**config.mk**
```make
export PLATFORM = sky130hd
export DESIGN_NAME = ooo_core
export DESIGN_NICKNAME = d
export VERILOG_FILES = /design/src/design/ooo_pkg.sv /design/src/design/cdb_if.sv /design/src/design/dispatch_unit.sv /design/src/design/phys_reg_file.sv /design/src/design/alu_unit.sv /design/src/design/mul_unit.sv /design/src/design/cdb_arbiter.sv /design/src/design/reorder_buffer.sv /design/src/design/ooo_core.sv
export SDC_FILE = /design/constraint.sdc
export NUM_CORES = 2
export LEC_CHECK = 0
export BUFFER_PORTS_ARGS = -buffer_cell sky130_fd_sc_hd__buf_4
export CAP_MARGIN = 20
export CORE_MARGIN = 3
export CORE_UTILIZATION = 60
export DETAILED_ROUTE_END_ITERATION = 10
export GPL_TIMING_DRIVEN = 0
export HOLD_SLACK_MARGIN = 0.08
export PLACE_DENSITY = 0.76
export SKIP_LAST_GASP = 1
export SYNTH_ARGS = -nofsm -noshare
export SYNTH_HDL_FRONTEND = slang
export SYNTH_SLANG_ARGS = --single-unit
```
**constraint.sdc**
```tcl
create_clock -name clock -period 11.7 [get_ports clock]
set_input_delay 0.585 -clock clock [delete_from_list [all_inputs] [get_ports clock]]
set_output_delay 0.585 -clock clock [all_outputs]
set_load 0.03 [all_outputs]
```
**src/design/ooo_pkg.sv**
```systemverilog
/*
 * Shared definitions for the out-of-order back end.
 * Widths, register and index types, opcodes and reset constants.
 */

package ooo_pkg;

    // Machine sizes
    localparam int XLEN       = 16;
    localparam int ARCH_REGS  = 8;
    localparam int PHYS_REGS  = 16;
    localparam int ROB_DEPTH  = 8;
    localparam int MUL_STAGES = 3;

    // Registers left over after the identity mapping
    localparam int FREE_DEPTH = PHYS_REGS - ARCH_REGS;

    // Value types
    typedef logic [XLEN-1:0]                    data_t;
    typedef logic [$clog2(ARCH_REGS)-1:0]       arch_reg_t;
    typedef logic [$clog2(PHYS_REGS)-1:0]       phys_reg_t;
    typedef logic [$clog2(ROB_DEPTH)-1:0]       rob_idx_t;
    typedef logic [$clog2(ROB_DEPTH+1)-1:0]     rob_cnt_t;
    typedef logic [$clog2(FREE_DEPTH)-1:0]      free_idx_t;
    typedef logic [$clog2(FREE_DEPTH+1)-1:0]    free_cnt_t;

    // Register file contents after reset
    localparam data_t DATA_RESET = '0;

    typedef enum logic [1:0] {
        OP_LI  = 2'd0,
        OP_ADD = 2'd1,
        OP_SUB = 2'd2,
        OP_MUL = 2'd3
    } opcode_e;

    // Four-phase ack sequencing at the dispatch port
    typedef enum logic {
        DISP_IDLE = 1'b0,
        DISP_ACK  = 1'b1
    } disp_state_e;

endpackage

```
**src/design/cdb_if.sv**
```systemverilog
/*
 * Result request from one functional unit to the CDB arbiter.
 * Four-phase req/ack, payload held stable while req is high.
 */

`timescale 1ns/1ps

interface cdb_if;

    logic               req;
    logic               ack;
    ooo_pkg::data_t     value;
    ooo_pkg::phys_reg_t dest;
    ooo_pkg::rob_idx_t  rob_idx;

    // Functional unit side
    modport unit (output req, output value, output dest, output rob_idx, input ack);

    // Arbiter side
    modport arb (input req, input value, input dest, input rob_idx, output ack);

endinterface

```
**src/design/dispatch_unit.sv**
```systemverilog
/*
 * Rename and in-order issue for one instruction at a time.
 * Map table, circular free list and the four-phase dispatch ack.
 */

`timescale 1ns/1ps

module dispatch_unit (
    input  logic                 clock,
    input  logic                 reset,
    input  logic                 disp_req_i,
    input  ooo_pkg::opcode_e     disp_op_i,
    input  ooo_pkg::arch_reg_t   disp_rd_i,
    input  ooo_pkg::arch_reg_t   disp_rs1_i,
    input  ooo_pkg::arch_reg_t   disp_rs2_i,
    input  ooo_pkg::data_t       disp_imm_i,
    output logic                 disp_ack_o,
    output ooo_pkg::phys_reg_t   rs1_tag_o,
    output ooo_pkg::phys_reg_t   rs2_tag_o,
    input  logic                 rs1_ready_i,
    input  logic                 rs2_ready_i,
    output logic                 alloc_valid_o,
    output ooo_pkg::phys_reg_t   alloc_tag_o,
    input  logic                 rob_full_i,
    input  ooo_pkg::rob_idx_t    rob_tail_i,
    output logic                 rob_alloc_o,
    output ooo_pkg::arch_reg_t   rob_rd_o,
    output ooo_pkg::phys_reg_t   rob_old_tag_o,
    input  logic                 free_valid_i,
    input  ooo_pkg::phys_reg_t   free_tag_i,
    input  logic                 alu_ready_i,
    input  logic                 mul_ready_i,
    output logic                 issue_alu_o,
    output logic                 issue_mul_o,
    output ooo_pkg::opcode_e     issue_op_o,
    output ooo_pkg::data_t       issue_imm_o,
    output ooo_pkg::phys_reg_t   issue_dest_o,
    output ooo_pkg::rob_idx_t    issue_rob_idx_o
);

    ooo_pkg::phys_reg_t   map_table [ooo_pkg::ARCH_REGS];
    ooo_pkg::phys_reg_t   free_list [ooo_pkg::FREE_DEPTH];
    ooo_pkg::free_idx_t   fl_head;
    ooo_pkg::free_idx_t   fl_tail;
    ooo_pkg::free_cnt_t   fl_count;
    ooo_pkg::disp_state_e state;
    logic                 is_mul;
    logic                 srcs_ok;
    logic                 unit_ok;
    logic                 issue;

    ////////////////////////////////////////
    // Issue decision
    ////////////////////////////////////////

    assign rs1_tag_o = map_table[disp_rs1_i];
    assign rs2_tag_o = map_table[disp_rs2_i];

    assign is_mul = (disp_op_i == ooo_pkg::OP_MUL);
    // Load-immediate reads no sources
    assign srcs_ok = (disp_op_i == ooo_pkg::OP_LI) || (rs1_ready_i && rs2_ready_i);
    assign unit_ok = is_mul ? mul_ready_i : alu_ready_i;

    assign issue = disp_req_i && (state == ooo_pkg::DISP_IDLE) && (fl_count != '0)
                   && !rob_full_i && srcs_ok && unit_ok;

    // New destination comes off the free list head
    assign alloc_valid_o   = issue;
    assign alloc_tag_o     = free_list[fl_head];
    assign rob_alloc_o     = issue;
    assign rob_rd_o        = disp_rd_i;
    assign rob_old_tag_o   = map_table[disp_rd_i];
    assign issue_alu_o     = issue && !is_mul;
    assign issue_mul_o     = issue && is_mul;
    assign issue_op_o      = disp_op_i;
    assign issue_imm_o     = disp_imm_i;
    assign issue_dest_o    = free_list[fl_head];
    assign issue_rob_idx_o = rob_tail_i;

    // Ack is high for the whole DISP_ACK state
    assign disp_ack_o = (state == ooo_pkg::DISP_ACK);

    ////////////////////////////////////////
    // Rename state and handshake
    ////////////////////////////////////////

    always_ff @(posedge clock) begin
        if (reset) begin
            state    <= ooo_pkg::DISP_IDLE;
            fl_head  <= '0;
            fl_tail  <= '0;
            fl_count <= ooo_pkg::free_cnt_t'(ooo_pkg::FREE_DEPTH);
            // Identity map, spare registers on the list
            for (int i = 0; i < ooo_pkg::ARCH_REGS; i++) begin
                map_table[i] <= ooo_pkg::phys_reg_t'(i);
            end
            for (int i = 0; i < ooo_pkg::FREE_DEPTH; i++) begin
                free_list[i] <= ooo_pkg::phys_reg_t'(ooo_pkg::ARCH_REGS + i);
            end
        end else begin
            if (issue) begin
                state                <= ooo_pkg::DISP_ACK;
                map_table[disp_rd_i] <= free_list[fl_head];
                fl_head              <= fl_head + 1'b1;
            end else if (state == ooo_pkg::DISP_ACK && !disp_req_i) begin
                state <= ooo_pkg::DISP_IDLE;
            end
            // Retired registers go back on the tail
            if (free_valid_i) begin
                free_list[fl_tail] <= free_tag_i;
                fl_tail            <= fl_tail + 1'b1;
            end
            if (issue && !free_valid_i) begin
                fl_count <= fl_count - 1'b1;
            end else if (free_valid_i && !issue) begin
                fl_count <= fl_count + 1'b1;
            end
        end
    end

endmodule

```
**src/design/phys_reg_file.sv**
```systemverilog
/*
 * Physical register file with one ready bit per register.
 * Two read ports with bus bypass, written from the CDB broadcast.
 */

`timescale 1ns/1ps

module phys_reg_file (
    input  logic               clock,
    input  logic               reset,
    input  ooo_pkg::phys_reg_t rs1_tag_i,
    input  ooo_pkg::phys_reg_t rs2_tag_i,
    output ooo_pkg::data_t     rs1_value_o,
    output ooo_pkg::data_t     rs2_value_o,
    output logic               rs1_ready_o,
    output logic               rs2_ready_o,
    input  logic               alloc_valid_i,
    input  ooo_pkg::phys_reg_t alloc_tag_i,
    input  logic               cdb_valid_i,
    input  ooo_pkg::phys_reg_t cdb_dest_i,
    input  ooo_pkg::data_t     cdb_value_i
);

    ooo_pkg::data_t                  regs [ooo_pkg::PHYS_REGS];
    logic [ooo_pkg::PHYS_REGS-1:0]   ready;
    logic                            rs1_hit;
    logic                            rs2_hit;

    // Same-cycle bus write wins over the stored copy
    assign rs1_hit = cdb_valid_i && (cdb_dest_i == rs1_tag_i);
    assign rs2_hit = cdb_valid_i && (cdb_dest_i == rs2_tag_i);

    assign rs1_value_o = rs1_hit ? cdb_value_i : regs[rs1_tag_i];
    assign rs2_value_o = rs2_hit ? cdb_value_i : regs[rs2_tag_i];
    assign rs1_ready_o = rs1_hit || ready[rs1_tag_i];
    assign rs2_ready_o = rs2_hit || ready[rs2_tag_i];

    always_ff @(posedge clock) begin
        if (reset) begin
            ready <= '1;
            for (int i = 0; i < ooo_pkg::PHYS_REGS; i++) begin
                regs[i] <= ooo_pkg::DATA_RESET;
            end
        end else begin
            // New destination waits for its producer
            if (alloc_valid_i) begin
                ready[alloc_tag_i] <= 1'b0;
            end
            if (cdb_valid_i) begin
                regs[cdb_dest_i]  <= cdb_value_i;
                ready[cdb_dest_i] <= 1'b1;
            end
        end
    end

endmodule

```
**src/design/alu_unit.sv**
```systemverilog
/*
 * Single-cycle ALU for load-immediate, add and subtract.
 * Result waits in a holding register until the arbiter takes it.
 */

`timescale 1ns/1ps

module alu_unit (
    input  logic               clock,
    input  logic               reset,
    input  logic               issue_i,
    input  ooo_pkg::opcode_e   op_i,
    input  ooo_pkg::data_t     src1_i,
    input  ooo_pkg::data_t     src2_i,
    input  ooo_pkg::data_t     imm_i,
    input  ooo_pkg::phys_reg_t dest_i,
    input  ooo_pkg::rob_idx_t  rob_idx_i,
    output logic               ready_o,
    cdb_if.unit                cdb
);

    ooo_pkg::data_t result;
    logic           full;

    // Wrapping 16-bit arithmetic
    always_comb begin
        case (op_i)
            ooo_pkg::OP_ADD: result = src1_i + src2_i;
            ooo_pkg::OP_SUB: result = src1_i - src2_i;
            default:         result = imm_i;
        endcase
    end

    assign ready_o = !full;

    always_ff @(posedge clock) begin
        if (reset) begin
            full    <= 1'b0;
            cdb.req <= 1'b0;
        end else if (cdb.req && cdb.ack) begin
            // Accepted, drop req and free the register
            cdb.req <= 1'b0;
            full    <= 1'b0;
        end else if (issue_i) begin
            full <= 1'b1;
        end else if (full && !cdb.req && !cdb.ack) begin
            cdb.req <= 1'b1;
        end
    end

    // Holding register
    always_ff @(posedge clock) begin
        if (issue_i) begin
            cdb.value   <= result;
            cdb.dest    <= dest_i;
            cdb.rob_idx <= rob_idx_i;
        end
    end

endmodule

```
**src/design/mul_unit.sv**
```systemverilog
/*
 * Three-stage pipelined 16-bit multiplier, low half of the product.
 * Operands, partial products, sum. Freezes behind an unaccepted result.
 */

`timescale 1ns/1ps

module mul_unit (
    input  logic               clock,
    input  logic               reset,
    input  logic               issue_i,
    input  ooo_pkg::opcode_e   op_i,
    input  ooo_pkg::data_t     src1_i,
    input  ooo_pkg::data_t     src2_i,
    input  ooo_pkg::phys_reg_t dest_i,
    input  ooo_pkg::rob_idx_t  rob_idx_i,
    output logic               ready_o,
    cdb_if.unit                cdb
);

    logic [ooo_pkg::MUL_STAGES-1:0] vld;
    logic [ooo_pkg::MUL_STAGES-1:0] adv;
    ooo_pkg::phys_reg_t             dest_q [ooo_pkg::MUL_STAGES];
    ooo_pkg::rob_idx_t              rob_q  [ooo_pkg::MUL_STAGES];
    ooo_pkg::data_t                 a_q;
    ooo_pkg::data_t                 b_q;
    ooo_pkg::data_t                 pp_lo;
    ooo_pkg::data_t                 pp_hi;
    ooo_pkg::data_t                 prod_q;
    logic                           start;

    assign start = issue_i && (op_i == ooo_pkg::OP_MUL);

    // Stage moves on when empty or when the stage after it moves
    always_comb begin
        adv[ooo_pkg::MUL_STAGES-1] = !vld[ooo_pkg::MUL_STAGES-1] || (cdb.req && cdb.ack);
        for (int i = ooo_pkg::MUL_STAGES - 2; i >= 0; i--) begin
            adv[i] = !vld[i] || adv[i+1];
        end
    end

    assign ready_o     = adv[0];
    assign cdb.value   = prod_q;
    assign cdb.dest    = dest_q[ooo_pkg::MUL_STAGES-1];
    assign cdb.rob_idx = rob_q[ooo_pkg::MUL_STAGES-1];

    always_ff @(posedge clock) begin
        if (reset) begin
            vld     <= '0;
            cdb.req <= 1'b0;
        end else begin
            if (adv[0]) begin
                vld[0] <= start;
            end
            for (int i = 1; i < ooo_pkg::MUL_STAGES; i++) begin
                if (adv[i]) begin
                    vld[i] <= vld[i-1];
                end
            end
            // Last stage owns the bus request
            if (cdb.req && cdb.ack) begin
                cdb.req <= 1'b0;
            end else if (vld[ooo_pkg::MUL_STAGES-1] && !cdb.req && !cdb.ack) begin
                cdb.req <= 1'b1;
            end
        end
    end

    ////////////////////////////////////////
    // Datapath
    ////////////////////////////////////////

    always_ff @(posedge clock) begin
        if (adv[0] && start) begin
            a_q       <= src1_i;
            b_q       <= src2_i;
            dest_q[0] <= dest_i;
            rob_q[0]  <= rob_idx_i;
        end
        if (adv[1]) begin
            // Low byte of b full width, high byte only reaches bits 15:8
            pp_lo <= a_q * b_q[7:0];
            pp_hi <= {8'(a_q[7:0] * b_q[15:8]), 8'h00};
        end
        if (adv[2]) begin
            prod_q <= pp_lo + pp_hi;
        end
        for (int i = 1; i < ooo_pkg::MUL_STAGES; i++) begin
            if (adv[i]) begin
                dest_q[i] <= dest_q[i-1];
                rob_q[i]  <= rob_q[i-1];
            end
        end
    end

endmodule

```
**src/design/cdb_arbiter.sv**
```systemverilog
/*
 * Fixed-priority CDB arbiter, multiplier ahead of the ALU.
 * Grants only while no ack is out, registers the winner onto the bus.
 */

`timescale 1ns/1ps

module cdb_arbiter (
    input  logic               clock,
    input  logic               reset,
    cdb_if.arb                 alu,
    cdb_if.arb                 mul,
    output logic               cdb_valid_o,
    output ooo_pkg::phys_reg_t cdb_dest_o,
    output ooo_pkg::data_t     cdb_value_o,
    output ooo_pkg::rob_idx_t  cdb_rob_idx_o
);

    logic idle;
    logic grant_mul;
    logic grant_alu;

    assign idle      = !alu.ack && !mul.ack;
    assign grant_mul = idle && mul.req;
    assign grant_alu = idle && alu.req && !mul.req;

    always_ff @(posedge clock) begin
        if (reset) begin
            alu.ack     <= 1'b0;
            mul.ack     <= 1'b0;
            cdb_valid_o <= 1'b0;
        end else begin
            cdb_valid_o <= grant_mul || grant_alu;
            // Ack stays up until the unit drops req
            if (grant_mul) begin
                mul.ack <= 1'b1;
            end else if (mul.ack && !mul.req) begin
                mul.ack <= 1'b0;
            end
            if (grant_alu) begin
                alu.ack <= 1'b1;
            end else if (alu.ack && !alu.req) begin
                alu.ack <= 1'b0;
            end
        end
    end

    // Broadcast payload
    always_ff @(posedge clock) begin
        if (grant_mul) begin
            cdb_dest_o    <= mul.dest;
            cdb_value_o   <= mul.value;
            cdb_rob_idx_o <= mul.rob_idx;
        end else if (grant_alu) begin
            cdb_dest_o    <= alu.dest;
            cdb_value_o   <= alu.value;
            cdb_rob_idx_o <= alu.rob_idx;
        end
    end

endmodule

```
**src/design/reorder_buffer.sv**
```systemverilog
/*
 * Reorder buffer, 8 entries, head/tail pointers and a count.
 * Entries complete from the CDB, retire in program order.
 */

`timescale 1ns/1ps

module reorder_buffer (
    input  logic               clock,
    input  logic               reset,
    input  logic               alloc_i,
    input  ooo_pkg::arch_reg_t alloc_rd_i,
    input  ooo_pkg::phys_reg_t alloc_old_tag_i,
    output logic               full_o,
    output ooo_pkg::rob_idx_t  tail_o,
    input  logic               cdb_valid_i,
    input  ooo_pkg::rob_idx_t  cdb_rob_idx_i,
    input  ooo_pkg::data_t     cdb_value_i,
    output logic               commit_valid_o,
    output ooo_pkg::arch_reg_t commit_rd_o,
    output ooo_pkg::data_t     commit_value_o,
    output logic               free_valid_o,
    output ooo_pkg::phys_reg_t free_tag_o
);

    logic [ooo_pkg::ROB_DEPTH-1:0] done;
    ooo_pkg::arch_reg_t            rd      [ooo_pkg::ROB_DEPTH];
    ooo_pkg::phys_reg_t            old_tag [ooo_pkg::ROB_DEPTH];
    ooo_pkg::data_t                value   [ooo_pkg::ROB_DEPTH];
    ooo_pkg::rob_idx_t             head;
    ooo_pkg::rob_idx_t             tail;
    ooo_pkg::rob_cnt_t             count;
    logic                          commit;

    assign full_o = (count == ooo_pkg::rob_cnt_t'(ooo_pkg::ROB_DEPTH));
    assign tail_o = tail;

    ////////////////////////////////////////
    // Commit at the head
    ////////////////////////////////////////

    assign commit         = (count != '0) && done[head];
    assign commit_valid_o = commit;
    assign commit_rd_o    = rd[head];
    assign commit_value_o = value[head];
    // Old mapping is dead once this entry retires
    assign free_valid_o   = commit;
    assign free_tag_o     = old_tag[head];

    always_ff @(posedge clock) begin
        if (reset) begin
            done  <= '0;
            head  <= '0;
            tail  <= '0;
            count <= '0;
        end else begin
            if (alloc_i) begin
                done[tail] <= 1'b0;
                tail       <= tail + 1'b1;
            end
            if (cdb_valid_i) begin
                done[cdb_rob_idx_i] <= 1'b1;
            end
            if (commit) begin
                head <= head + 1'b1;
            end
            if (alloc_i && !commit) begin
                count <= count + 1'b1;
            end else if (commit && !alloc_i) begin
                count <= count - 1'b1;
            end
        end
    end

    // Entry payload
    always_ff @(posedge clock) begin
        if (alloc_i) begin
            rd[tail]      <= alloc_rd_i;
            old_tag[tail] <= alloc_old_tag_i;
        end
        if (cdb_valid_i) begin
            value[cdb_rob_idx_i] <= cdb_value_i;
        end
    end

endmodule

```
**src/design/ooo_core.sv**
```systemverilog
/*
 * Out-of-order back end top level.
 * Rename, register file, ALU and multiplier, CDB arbiter, reorder buffer.
 */

`timescale 1ns/1ps

module ooo_core (
    input  logic               clock,
    input  logic               reset,
    input  logic               disp_req_i,
    input  ooo_pkg::opcode_e   disp_op_i,
    input  ooo_pkg::arch_reg_t disp_rd_i,
    input  ooo_pkg::arch_reg_t disp_rs1_i,
    input  ooo_pkg::arch_reg_t disp_rs2_i,
    input  ooo_pkg::data_t     disp_imm_i,
    output logic               disp_ack_o,
    output logic               commit_valid_o,
    output ooo_pkg::arch_reg_t commit_rd_o,
    output ooo_pkg::data_t     commit_value_o
);

    // Rename to register file
    ooo_pkg::phys_reg_t rs1_tag;
    ooo_pkg::phys_reg_t rs2_tag;
    ooo_pkg::data_t     rs1_value;
    ooo_pkg::data_t     rs2_value;
    logic               rs1_ready;
    logic               rs2_ready;
    logic               alloc_valid;
    ooo_pkg::phys_reg_t alloc_tag;

    // Rename to ROB and back
    logic               rob_full;
    ooo_pkg::rob_idx_t  rob_tail;
    logic               rob_alloc;
    ooo_pkg::arch_reg_t rob_rd;
    ooo_pkg::phys_reg_t rob_old_tag;
    logic               free_valid;
    ooo_pkg::phys_reg_t free_tag;

    // Issue path
    logic               alu_ready;
    logic               mul_ready;
    logic               issue_alu;
    logic               issue_mul;
    ooo_pkg::opcode_e   issue_op;
    ooo_pkg::data_t     issue_imm;
    ooo_pkg::phys_reg_t issue_dest;
    ooo_pkg::rob_idx_t  issue_rob_idx;

    // Common data bus
    logic               cdb_valid;
    ooo_pkg::phys_reg_t cdb_dest;
    ooo_pkg::data_t     cdb_value;
    ooo_pkg::rob_idx_t  cdb_rob_idx;

    cdb_if alu_cdb ();
    cdb_if mul_cdb ();

    dispatch_unit u_dispatch (
        .clock(clock), .reset(reset),
        .disp_req_i(disp_req_i), .disp_op_i(disp_op_i), .disp_rd_i(disp_rd_i),
        .disp_rs1_i(disp_rs1_i), .disp_rs2_i(disp_rs2_i), .disp_imm_i(disp_imm_i),
        .disp_ack_o(disp_ack_o),
        .rs1_tag_o(rs1_tag), .rs2_tag_o(rs2_tag),
        .rs1_ready_i(rs1_ready), .rs2_ready_i(rs2_ready),
        .alloc_valid_o(alloc_valid), .alloc_tag_o(alloc_tag),
        .rob_full_i(rob_full), .rob_tail_i(rob_tail), .rob_alloc_o(rob_alloc),
        .rob_rd_o(rob_rd), .rob_old_tag_o(rob_old_tag),
        .free_valid_i(free_valid), .free_tag_i(free_tag),
        .alu_ready_i(alu_ready), .mul_ready_i(mul_ready),
        .issue_alu_o(issue_alu), .issue_mul_o(issue_mul), .issue_op_o(issue_op),
        .issue_imm_o(issue_imm), .issue_dest_o(issue_dest),
        .issue_rob_idx_o(issue_rob_idx)
    );

    phys_reg_file u_prf (
        .clock(clock), .reset(reset),
        .rs1_tag_i(rs1_tag), .rs2_tag_i(rs2_tag),
        .rs1_value_o(rs1_value), .rs2_value_o(rs2_value),
        .rs1_ready_o(rs1_ready), .rs2_ready_o(rs2_ready),
        .alloc_valid_i(alloc_valid), .alloc_tag_i(alloc_tag),
        .cdb_valid_i(cdb_valid), .cdb_dest_i(cdb_dest), .cdb_value_i(cdb_value)
    );

    alu_unit u_alu (
        .clock(clock), .reset(reset),
        .issue_i(issue_alu), .op_i(issue_op), .src1_i(rs1_value), .src2_i(rs2_value),
        .imm_i(issue_imm), .dest_i(issue_dest), .rob_idx_i(issue_rob_idx),
        .ready_o(alu_ready), .cdb(alu_cdb)
    );

    mul_unit u_mul (
        .clock(clock), .reset(reset),
        .issue_i(issue_mul), .op_i(issue_op), .src1_i(rs1_value), .src2_i(rs2_value),
        .dest_i(issue_dest), .rob_idx_i(issue_rob_idx),
        .ready_o(mul_ready), .cdb(mul_cdb)
    );

    cdb_arbiter u_arbiter (
        .clock(clock), .reset(reset),
        .alu(alu_cdb), .mul(mul_cdb),
        .cdb_valid_o(cdb_valid), .cdb_dest_o(cdb_dest),
        .cdb_value_o(cdb_value), .cdb_rob_idx_o(cdb_rob_idx)
    );

    reorder_buffer u_rob (
        .clock(clock), .reset(reset),
        .alloc_i(rob_alloc), .alloc_rd_i(rob_rd), .alloc_old_tag_i(rob_old_tag),
        .full_o(rob_full), .tail_o(rob_tail),
        .cdb_valid_i(cdb_valid), .cdb_rob_idx_i(cdb_rob_idx), .cdb_value_i(cdb_value),
        .commit_valid_o(commit_valid_o), .commit_rd_o(commit_rd_o),
        .commit_value_o(commit_value_o),
        .free_valid_o(free_valid), .free_tag_o(free_tag)
    );

endmodule

```
==> key figures <==
Run status
  • Outcome: finished, final reports clean

GRT
  • Total grt overflow: 0
  • Largest net degree at the start of global routing: 35
  • First-pass GRT wire length: 180000 um
  • Vias in the first global route: 27779
  • GRT Resource Usage Total: 0.373
  • Initial antenna violation count: 4

Route
  • Drt first pass iters: 8
  • WL final: 124000 um
  • Vias per inst: 6.65
  • ANT nets after route: 0
  • Post-DR wirelength/cell: 29.3 um
  • Via count: 28098
  • 1st-iter DRT viols: 4225
  • Drt drc: 0

Hold path
  • Min-delay worst type: in -> reg

Clock tree
  • Post-CTS Repair Setup Buffers: 0
  • Clk sink count: 703
  • CTS Buffer Depth: 3
  • Hold-fix buffers, CTS: 0
  • Worst-Skew Late Latency: 660 ps
  • Clk slew on worst S/H paths: 70 ps
  • Number of CTS-inserted buffers: 74
  • TritonCTS clock tree: yes
  • Post-CTS sizing: 0
  • Clk root buf: clkbuf_16
  • Depth of the CTS H-tree: 3

STA
  • Min cycle time layout: 7260 ps
  • Final setup viols: 0
  • Final hold violation count: 0
  • FMAX: 138 MHz
  • Final Skew: 53.2 ps
  • Slew of the pin with the lowest slew margin: 1250 ps
  • Max_slew headroom: 0.164
  • Worst hold slack: 189 ps
  • Final Cycle Share: 0.620
  • Fin. max-slew vios: 0
  • Setup TNS: 0 ps
  • RSZ-0062 raised after global routing: false

Floorplan
  • Die width: 258 um
  • Die area: 0.0663 sq mm
  • Core area: 0.0622 sq mm
  • Cell Rows: 91
  • I/O pin total: 51
  • Initial core utilization: 0.611
  • Die height: 258 um

Setup path
  • Critical path's most frequent cell: a21oi_1
  • Critical Path Max Stage Delay: 990 ps
  • Crit end category: register
  • Crit path cell chain: mux4_2 -> mux2_2 -> buf_2 -> clkbuf_1 -> clkbuf_1 -> clkbuf_1 -> nand2_1 -> a31oi_1 -> a21oi_1 -> a21oi_1 -> mux2_2 -> ha_1 -> or2_2 -> a21oi_1 -> a21oi_1 -> nand4_1 -> a31oi_1 -> a31oi_1 -> o21ai_0 -> and3_1 -> a221oi_1 -> nand3_1
  • Delay-heaviest family, CP: buffers and inverters
  • CP Max Fanout: 10
  • Crit path launch type: register
  • Crit Path Class: reg -> reg
  • Critical Path AT: 7650 ps
  • Critical Path RT: 12090 ps
  • CP max stage cell: clkbuf_1
  • CP Buf/Inv Count: 4

Synth
  • Mapped Nets: 3359
  • Main synth FF type: edfxtp_1
  • Mapped cell area: 0.0380 sq mm
  • Sequential share of the synthesized area: 0.540
  • Cells after Synth: 3174
  • Post-synth EDFFs: 643
  • Syn Area/Cell: 12.0 sq um
  • Synth Warn #: 0
  • Seq cells post-synth: 703
  • Async set-reset flop share out of synthesis: 0
  • Yosys cell types: 102

Power
  • Power per cell area: 178 mW/mm^2
  • Peak supply drop: 0.134 mV
  • Lkg Pwr: 15.2 nW

Placed design
  • Routability Congestion: 1.02
  • Port bufs: 46
  • HPWL Detailed: 87800 um

Flow run
  • MaxCap Viol Count: 0

Finish
  • Layout cell share with drive strength beyond 1: 0.137
  • Final #Nets: 3508
  • Area growth, synth to finish: 11.6%
## metal layers
layer / vias up / GRT usage / wire (um)
met2: 2046 / 0.587 / 56800
met3: 440 / 0.0957 / 15400
met4: 0 / 0.177 / 6640
met5: - / 0 / 0
met1: 13770 / 0.488 / 45100
li1: 11842 / - / -
## final timing paths
path,start,to,slack (ps),depth (start not counted)
worst min register to register,u_mul.rob_q[0][4],u_mul.rob_q[0][7],410,0
worst min-delay path,disp_rd_i[1],u_rob.rd[2][1],190,1
worst max register to register,u_dispatch.map_table[1][1],u_alu.cdb.value[15],4440,22
worst max-delay path,u_dispatch.map_table[1][1],u_alu.cdb.value[15],4440,22
## power breakdown
group | internal (mW) | total, mW | switching [mW]
clock network | 1.35 | 2.44 | 1.09
logic | 0.718 | 1.94 | 1.23
registers | 3.02 | 3.16 | 0.145
## flip-flops by register name, summed over array words and instances (netlist names), 4 cells and up, named ones only
signal	cells
u_arbiter.cdb_dest_o	4
u_mul.a_q	16
u_mul.cdb.value	16
u_mul.dest_q	12
u_dispatch.map_table	32
u_prf.regs	256
u_rob.value	128
u_rob.rd	24
u_alu.cdb.dest	4
u_mul.b_q	16
u_alu.cdb.value	16
u_mul.rob_q	9
u_arbiter.cdb_value_o	16
u_prf.ready	16
u_dispatch.free_list	32
u_rob.old_tag	32
u_mul.pp_hi	8
u_mul.pp_lo	16
u_rob.count	4
u_dispatch.fl_count	4
u_rob.done	8
## through the flow
stage               instance area (sq um)  setup WS (ps)  cells  power [mW]   util
finish                              42400           4440   4224        7.55  0.681
global placement                    39400           4510   4057        5.01  0.633
floorplan                           38000           6290   3174        4.42      -
global route                        42300           4270   4220        7.81  0.681
detailed placement                  39800           4330   4081        5.09  0.640
CTS                                 42300           4830   4217        7.50  0.681
## logic make-up (layout without fill, tap and decap cells)
kind of cell	count (synthesis)	after routing	share of synthesized area
buffers and inverters	359	568	0.0414
flip-flops	703	703	0.540
adder cells (fa/ha/maj)	155	155	0.0661
AO/OA/AOI/OAI	442	442	0.0846
other	0	4	0
XOR/XNOR	89	89	0.0207
multiplexers	223	223	0.0878
AND/OR/NAND/NOR	1203	1203	0.159
## area by class of cell
type,instances,area [sq um]
Sequential cell,703,20500
Fill cell,4540,19800
Multi-Input combinational cell,2112,16000
Clock buffer,88,1900
Tap cell,837,1050
Buffer,215,1030
Timing Repair Buffer,73,746
Clock inverter,48,604
Inverter,144,541
Antenna cell,4,10.0
## cells in the mapped netlist (26+ instances only)
master	count	share of area
o21ai_0	52	0.0069
a311oi_1	42	0.0097
dfxtp_1	60	0.032
nand3_1	85	0.011
inv_1	140	0.014
clkbuf_1	152	0.015
nor2_1	151	0.015
edfxtp_1	643	0.51
a211oi_1	84	0.017
nand2b_1	26	0.0043
mux2i_1	65	0.017
a21oi_1	66	0.0087
ha_1	79	0.026
nand2_1	414	0.041
a31oi_1	52	0.0086
and2_1	354	0.058
mux4_2	79	0.047
fa_1	76	0.040
mux2_2	77	0.023
xnor2_1	67	0.015
nor3_1	67	0.0088
## cells in the final DEF (no fill, tap or decap), drive strengths merged, types with 67 or more instances in the layout
cell / netlist / routed
buf: 57 / 130
nand2: 415 / 415
and2: 356 / 356
a21oi: 69 / 69
edfxtp: 643 / 643
mux2i: 67 / 67
mux2: 77 / 77
nand3: 86 / 86
mux4: 79 / 79
nor3: 67 / 67
nor2: 156 / 156
xnor2: 68 / 68
clkbuf: 158 / 246
fa: 76 / 76
a211oi: 84 / 84
inv: 140 / 144
ha: 79 / 79
Note: power is estimated with default switching activity, not from simulation.
